## src/pu_pkg.sv

```systemverilog
package pu_pkg;

  // Data path widths
  localparam int PU_DATA_W = 32;
  localparam int PU_OPND_W = PU_DATA_W / 2;

  // Attribute bus is PU_ATTR_W+1 bits wide
  localparam int PU_ATTR_W      = 4;
  localparam int PU_INVALID_BIT = 0;

  // Array size
  localparam int PU_COUNT = 4;
  localparam int PU_IDX_W = 2;

  // Command op codes
  localparam int PU_OP_W = 2;
  localparam logic [PU_OP_W-1:0] OP_WR_A = 2'd0; // Write operand A, sel high
  localparam logic [PU_OP_W-1:0] OP_WR_B = 2'd1; // Write operand B, sel low, triggers product
  localparam logic [PU_OP_W-1:0] OP_READ = 2'd2; // One-cycle output enable

endpackage

```

## src/pu_mult.sv

```systemverilog
`timescale 1ns/10ps

module pu_mult import pu_pkg::*; (
  input  logic                 clk,
  input  logic                 rst,
  input  logic                 signal_wr,
  input  logic                 signal_sel,
  input  logic [PU_DATA_W-1:0] data_in,
  input  logic [PU_ATTR_W:0]   attr_in,
  input  logic                 signal_oe,
  output logic [PU_DATA_W-1:0] data_out,
  output logic [PU_ATTR_W:0]   attr_out
);

  logic [PU_DATA_W-1:0] opnd_a;
  logic [PU_DATA_W-1:0] opnd_b;
  logic                 opnd_a_inv; // Invalid flag carried in with the operand
  logic                 opnd_b_inv;

  logic                 a_out_of_range;
  logic                 b_out_of_range;
  logic                 invalid_value;
  logic [PU_DATA_W-1:0] product;

  logic                 sel_q;
  logic                 trigger;

  logic [PU_DATA_W-1:0] result_data;
  logic                 result_invalid;

  // Operand latch, sel picks the slot
  always_ff @(posedge clk) begin
    if (signal_wr) begin
      if (signal_sel) begin
        opnd_a     <= data_in;
        opnd_a_inv <= attr_in[PU_INVALID_BIT];
      end else begin
        opnd_b     <= data_in;
        opnd_b_inv <= attr_in[PU_INVALID_BIT];
      end
    end
  end

  // Upper half plus the operand sign bit must be a pure sign extension
  assign a_out_of_range = !((~|opnd_a[PU_DATA_W-1:PU_OPND_W-1]) ||
                            (&opnd_a[PU_DATA_W-1:PU_OPND_W-1]));
  assign b_out_of_range = !((~|opnd_b[PU_DATA_W-1:PU_OPND_W-1]) ||
                            (&opnd_b[PU_DATA_W-1:PU_OPND_W-1]));

  assign invalid_value = a_out_of_range || b_out_of_range || opnd_a_inv || opnd_b_inv;

  // Signed 16x16, sign extended to the full word before the multiply
  assign product = $signed(opnd_a[PU_OPND_W-1:0]) * $signed(opnd_b[PU_OPND_W-1:0]);

  // Falling edge of sel marks a completed A then B pair
  always_ff @(posedge clk) begin
    if (rst) begin
      sel_q   <= 1'b0;
      trigger <= 1'b0;
    end else begin
      sel_q   <= signal_sel;
      trigger <= sel_q && !signal_sel;
    end
  end

  // Result holds until the next product
  always_ff @(posedge clk) begin
    if (rst) begin
      result_data    <= '0;
      result_invalid <= 1'b0;
    end else if (trigger) begin
      result_data    <= product;
      result_invalid <= invalid_value;
    end
  end

  always_comb begin
    attr_out = '0;
    data_out = '0;
    if (signal_oe) begin
      data_out                 = result_data;
      attr_out[PU_INVALID_BIT] = result_invalid;
    end
  end

endmodule

```

## src/pu_dispatch.sv

```systemverilog
`timescale 1ns/10ps

module pu_dispatch import pu_pkg::*; (
  input  logic                 clk,
  input  logic                 rst,
  input  logic                 cmd_valid,
  input  logic [PU_IDX_W-1:0]  cmd_pu,
  input  logic [PU_OP_W-1:0]   cmd_op,
  input  logic [PU_DATA_W-1:0] cmd_data,
  input  logic [PU_ATTR_W:0]   cmd_attr,
  output logic [PU_COUNT-1:0]  pu_wr,
  output logic [PU_COUNT-1:0]  pu_sel,
  output logic [PU_COUNT-1:0]  pu_oe,
  output logic [PU_DATA_W-1:0] pu_data,
  output logic [PU_ATTR_W:0]   pu_attr
);

  logic is_wr_a;
  logic is_wr_b;
  logic is_read;

  assign is_wr_a = cmd_valid && (cmd_op == OP_WR_A);
  assign is_wr_b = cmd_valid && (cmd_op == OP_WR_B);
  assign is_read = cmd_valid && (cmd_op == OP_READ); // Unused op codes are dropped

  // Strobes last one cycle
  always_ff @(posedge clk) begin
    if (rst) begin
      pu_wr <= '0;
      pu_oe <= '0;
    end else begin
      pu_wr <= '0;
      pu_oe <= '0;
      if (is_wr_a || is_wr_b) begin
        pu_wr[cmd_pu] <= 1'b1;
      end
      if (is_read) begin
        pu_oe[cmd_pu] <= 1'b1;
      end
    end
  end

  // Sel is a level, only writes move it
  always_ff @(posedge clk) begin
    if (rst) begin
      pu_sel <= '0;
    end else if (is_wr_a || is_wr_b) begin
      pu_sel[cmd_pu] <= is_wr_a;
    end
  end

  // Shared word, aligned with the strobes
  always_ff @(posedge clk) begin
    if (cmd_valid) begin
      pu_data <= cmd_data;
      pu_attr <= cmd_attr;
    end
  end

endmodule

```

## src/pu_collect.sv

```systemverilog
`timescale 1ns/10ps

module pu_collect import pu_pkg::*; (
  input  logic                               clk,
  input  logic                               rst,
  input  logic [PU_COUNT-1:0]                pu_oe,
  input  logic [PU_COUNT-1:0][PU_DATA_W-1:0] unit_data,
  input  logic [PU_COUNT-1:0][PU_ATTR_W:0]   unit_attr,
  output logic                               rsp_valid,
  output logic [PU_IDX_W-1:0]                rsp_pu,
  output logic [PU_DATA_W-1:0]               rsp_data,
  output logic [PU_ATTR_W:0]                 rsp_attr
);

  logic [PU_DATA_W-1:0] merged_data;
  logic [PU_ATTR_W:0]   merged_attr;
  logic [PU_IDX_W-1:0]  merged_idx;

  // Disabled units drive zero, so a plain OR merges them
  always_comb begin
    merged_data = '0;
    merged_attr = '0;
    merged_idx  = '0;
    for (int i = 0; i < PU_COUNT; i++) begin
      merged_data = merged_data | unit_data[i];
      merged_attr = merged_attr | unit_attr[i];
      if (pu_oe[i]) begin
        merged_idx = merged_idx | PU_IDX_W'(i); // One-hot to index
      end
    end
  end

  always_ff @(posedge clk) begin
    if (rst) begin
      rsp_valid <= 1'b0;
    end else begin
      rsp_valid <= |pu_oe;
    end
  end

  always_ff @(posedge clk) begin
    rsp_pu   <= merged_idx;
    rsp_data <= merged_data;
    rsp_attr <= merged_attr;
  end

endmodule

```

## src/pu_array_top.sv

```systemverilog
`timescale 1ns/10ps

module pu_array_top import pu_pkg::*; (
  input  logic                 clk,
  input  logic                 rst,
  input  logic                 cmd_valid,
  input  logic [PU_IDX_W-1:0]  cmd_pu,
  input  logic [PU_OP_W-1:0]   cmd_op,
  input  logic [PU_DATA_W-1:0] cmd_data,
  input  logic [PU_ATTR_W:0]   cmd_attr,
  output logic                 rsp_valid,
  output logic [PU_IDX_W-1:0]  rsp_pu,
  output logic [PU_DATA_W-1:0] rsp_data,
  output logic [PU_ATTR_W:0]   rsp_attr
);

  logic [PU_COUNT-1:0]                pu_wr;
  logic [PU_COUNT-1:0]                pu_sel;
  logic [PU_COUNT-1:0]                pu_oe;
  logic [PU_DATA_W-1:0]               pu_data;
  logic [PU_ATTR_W:0]                 pu_attr;
  logic [PU_COUNT-1:0][PU_DATA_W-1:0] unit_data;
  logic [PU_COUNT-1:0][PU_ATTR_W:0]   unit_attr;

  pu_dispatch i_pu_dispatch (
    .clk       (clk),
    .rst       (rst),
    .cmd_valid (cmd_valid),
    .cmd_pu    (cmd_pu),
    .cmd_op    (cmd_op),
    .cmd_data  (cmd_data),
    .cmd_attr  (cmd_attr),
    .pu_wr     (pu_wr),
    .pu_sel    (pu_sel),
    .pu_oe     (pu_oe),
    .pu_data   (pu_data),
    .pu_attr   (pu_attr)
  );

  for (genvar i = 0; i < PU_COUNT; i++) begin : g_pu
    pu_mult i_pu_mult (
      .clk        (clk),
      .rst        (rst),
      .signal_wr  (pu_wr[i]),
      .signal_sel (pu_sel[i]),
      .data_in    (pu_data),   // Shared by all units
      .attr_in    (pu_attr),
      .signal_oe  (pu_oe[i]),
      .data_out   (unit_data[i]),
      .attr_out   (unit_attr[i])
    );
  end

  pu_collect i_pu_collect (
    .clk       (clk),
    .rst       (rst),
    .pu_oe     (pu_oe),
    .unit_data (unit_data),
    .unit_attr (unit_attr),
    .rsp_valid (rsp_valid),
    .rsp_pu    (rsp_pu),
    .rsp_data  (rsp_data),
    .rsp_attr  (rsp_attr)
  );

endmodule

```

## config.mk

```make
export PLATFORM = sky130hd
export DESIGN_NAME = pu_array_top
export DESIGN_NICKNAME = d
export VERILOG_FILES = /design/src/pu_pkg.sv /design/src/pu_mult.sv /design/src/pu_dispatch.sv /design/src/pu_collect.sv /design/src/pu_array_top.sv
export SDC_FILE = /design/constraint.sdc
export NUM_CORES = 2
export LEC_CHECK = 0
export ABC_AREA = 1
export BUFFER_PORTS_ARGS = -buffer_cell sky130_fd_sc_hd__buf_4
export CORE_ASPECT_RATIO = 0.5
export CORE_MARGIN = 1.5
export CORE_UTILIZATION = 53
export CTS_BUF_LIST = sky130_fd_sc_hd__clkbuf_8
export DETAILED_ROUTE_END_ITERATION = 6
export PLACE_DENSITY = 0.65
export SETUP_SLACK_MARGIN = 0.15
export SLEW_MARGIN = 0
export SYNTH_ARGS = -nofsm -noshare
export SYNTH_HDL_FRONTEND = slang
export SYNTH_HIERARCHICAL = 1
export SYNTH_SLANG_ARGS = --single-unit
```

## constraint.sdc

```tcl
create_clock -name clk -period 7.1 [get_ports clk]
set_input_delay 0.355 -clock clk [delete_from_list [all_inputs] [get_ports clk]]
set_output_delay 0.355 -clock clk [all_outputs]
set_load 0.02 [all_outputs]
```

==> results.rst <==
.. list-table::
   :header-rows: 1

   * - Metric
     - Value
   * - Longest Clk Path Bufs
     - 3
   * - Count of final hold-check violations
     - 0
   * - Setup repair after global routing missed its margin
     - false
   * - IR drop worst, VDD
     - 0.172 mV
   * - Post-DP HPWL
     - 126000 um
   * - Total congestion overflow after global routing
     - 0
   * - GRT Util Overall
     - 28.3%
   * - Residual DRC count
     - 5
   * - Initial drt markers
     - 3157
   * - CTS H-Tree Depth
     - 3
   * - Biggest fanout along the worst timing path
     - 14
   * - Summed instance area of the synthesized netlist
     - approximately 60000 um2
   * - WP data required
     - roughly 7.7 ns
   * - Worst rel slew slack
     - between 20% and 30%
   * - Synthesis-to-finish area growth
     - 6.39%
   * - Slew Limit Fails
     - 0
   * - Antenna violations before repair
     - 9
   * - Achievable Freq
     - roughly 150 MHz
   * - Mean instance size in the synthesized netlist
     - around 8 um2
   * - Register area
     - about 13000 um2
   * - Sum of negative setup slack
     - 0 ns
   * - Count of synthesis-stage warnings from yosys
     - 6
   * - Largest net degree at the start of global routing
     - 70
   * - Type of the worst min-delay path
     - in2reg
   * - Die Footprint
     - around 120000 um2
   * - Violated checks
     - DRC
   * - Mapped Cells
     - 7670
   * - Top-level port count
     - 84
   * - Global-route wire length before repair
     - 258000 um
   * - Kind of start point of the critical path
     - register
   * - Endpoint type of the worst setup path
     - register
   * - Final instance area
     - roughly 65000 um2
   * - Clock latency reported for the late side of the worst-skew pair
     - 0.77 ns
   * - Post-route antenna net violation count
     - 0
   * - Aggregate routed wire length
     - 158000 um
   * - Outcome
     - finished, violations left
   * - Number of global-route vias before repair
     - between 40000 and 50000
   * - Buffers added on ports
     - 79
   * - Multi-input gate area
     - 38700 um2
   * - Clock slew seen by the registers of the worst setup and hold paths
     - ~0.07 ns
   * - Number of maximum-capacitance constraint violations
     - 0
   * - Routed via count
     - 45770
   * - Final Cycle Share
     - approximately 91%
   * - Leakage power total
     - 37.5 nW
   * - Post-CTS setup repair buffer count
     - 0
   * - Initial Util
     - a little over half
   * - Placer Congestion
     - 0.962
   * - Area of the core region
     - 114000 um2
   * - Routed wirelength normalized by instance count
     - 17.1 um
   * - Die X-Extent
     - 484 um
   * - Number of detailed-route iterations in the first pass
     - 7
   * - Routed via count divided by cell count
     - 4.96
   * - Clock root buffer master
     - sky130_fd_sc_hd__clkbuf_8
   * - Critical path start-end classification
     - reg2reg
   * - Tightest Pin Transition
     - about 1.2 ns
   * - Height of the die
     - 244 um
   * - Net count reported at finish
     - a little over 9000
   * - Proportion of layout cells with a drive suffix above 1
     - 4.74%
   * - Final setup violation count
     - 0
   * - Row cnt
     - between 80 and 90
   * - PD cells
     - 204 nW/um2
   * - Min Tclk post-route
     - 6.46 ns
   * - Clock buffer count from CTS
     - 77
   * - Layout Skew
     - ~0.075 ns
   * - Placed standard-cell area
     - 63200 um2
   * - Clock sinks
     - 489
   * - Worst endpoint data arrival time
     - a little over 7 ns
   * - TritonCTS clock tree
     - built
   * - Filler Cell Count
     - 10483
-- layer usage --
layer  track usage (%)  up-vias  wire length, um
met2              45.8     1370            72200
li1                  -    21820                -
met1              39.8    22351            69900
met4              7.92        0             4670
met3              4.12      229            10800
met5                 0        -                0
-- worst max-delay path: stages (launching register included) --
cell	delay, ns
sky130_fd_sc_hd__edfxtp_1	0.97
sky130_fd_sc_hd__nand2_1	0.23
sky130_fd_sc_hd__fa_1	0.62
sky130_fd_sc_hd__inv_1	0.07
sky130_fd_sc_hd__fa_1	0.80
sky130_fd_sc_hd__fa_1	0.52
sky130_fd_sc_hd__fa_1	0.52
sky130_fd_sc_hd__fa_1	0.52
sky130_fd_sc_hd__inv_1	0.05
sky130_fd_sc_hd__fa_1	0.47
sky130_fd_sc_hd__inv_1	0.04
sky130_fd_sc_hd__ha_1	0.35
sky130_fd_sc_hd__a21oi_1	0.33
sky130_fd_sc_hd__and2_1	0.22
sky130_fd_sc_hd__nand2_1	0.10
sky130_fd_sc_hd__inv_1	0.06
sky130_fd_sc_hd__nand3_1	0.09
sky130_fd_sc_hd__a21oi_1	0.12
sky130_fd_sc_hd__o21ai_0	0.11
sky130_fd_sc_hd__nand2_1	0.07
sky130_fd_sc_hd__inv_1	0.03
-- metrics by stage --
stage               cells  total power, mW  hold WS (ns)  worst slack, ns  utilization (%)
floorplan            7682             8.53         0.402             1.24                -
global placement     9046             10.6         0.400            0.761             55.6
detailed placement   9046             10.7         0.404            0.697             55.6
CTS                  9228             13.3       0.00546            0.683             57.4
global route         9231             14.6        0.0740            0.215             57.4
finish               9233             13.3        0.0834            0.640             57.4
-- cell usage in the layout, fill, tap and decap left out, types with 95 or more instances in the layout --
cell type / count
sky130_fd_sc_hd__inv_1: 2341
sky130_fd_sc_hd__nand2_1: 1909
sky130_fd_sc_hd__fa_1: 1048
sky130_fd_sc_hd__nor2_1: 536
sky130_fd_sc_hd__ha_1: 328
sky130_fd_sc_hd__edfxtp_1: 297
sky130_fd_sc_hd__dfxtp_1: 188
sky130_fd_sc_hd__nand3_1: 160
sky130_fd_sc_hd__buf_4: 149
sky130_fd_sc_hd__o21ai_0: 98
sky130_fd_sc_hd__a21oi_1: 95
-- registers in the layout, indices dropped and copies added (netlist names) --
register                       cells
g_pu.i_pu_mult/opnd_a            128
i_pu_collect/rsp_pu                2
g_pu.i_pu_mult/result_data       128
g_pu.i_pu_mult/opnd_b_inv          4
i_pu_dispatch/pu_wr                4
i_pu_dispatch/pu_attr              1
i_pu_dispatch/pu_sel               4
i_pu_collect/rsp_data             32
g_pu.i_pu_mult/trigger             4
g_pu.i_pu_mult/opnd_a_inv          4
i_pu_dispatch/pu_oe                4
i_pu_dispatch/pu_data             32
i_pu_collect/rsp_valid             1
g_pu.i_pu_mult/opnd_b            128
g_pu.i_pu_mult/result_invalid      4
g_pu.i_pu_mult/sel_q               4
i_pu_collect/rsp_attr              5
-- power breakdown --
part / leakage [nW] / switching [mW] / total, mW / internal (mW)
combinational: 32.3 / 5.00 / 7.61 / 2.61
sequential: 4.25 / 0.116 / 3.18 / 3.07
clock: 0.894 / 1.28 / 2.56 / 1.28
-- cell type report --
| type | count | area share [%] |
|---|---|---|
| multi-input cells | 4571 | 59.4 |
| flip-flops and latches | 489 | 19.6 |
| clock inverters | 55 | 0.640 |
| clock buffers | 85 | 1.79 |
| inverters | 2324 | 13.4 |
| diodes | 5 | 0.0192 |
| well taps | 1513 | 2.90 |
| repair buffers | 191 | 2.36 |
-- repair_timing --
item	CTS	global route
hold endpoints to repair	45	0
hold buffers	42	0
resized for setup	0	0
-- final timing paths --
kind                                     start                                 to  slack, ns  cells past startpoint
setup / recovery  g_pu[1].i_pu_mult/opnd_a[15]  g_pu[1].i_pu_mult/result_data[23]       0.64                     20
hold / removal                             rst          g_pu[3].i_pu_mult/trigger       0.08                      2
setup reg to reg  g_pu[1].i_pu_mult/opnd_a[15]  g_pu[1].i_pu_mult/result_data[23]       0.64                     20
hold reg to reg        g_pu[2].i_pu_mult/sel_q          g_pu[2].i_pu_mult/trigger       0.41                      2
No activity file was read; power rests on OpenSTA's default activity.
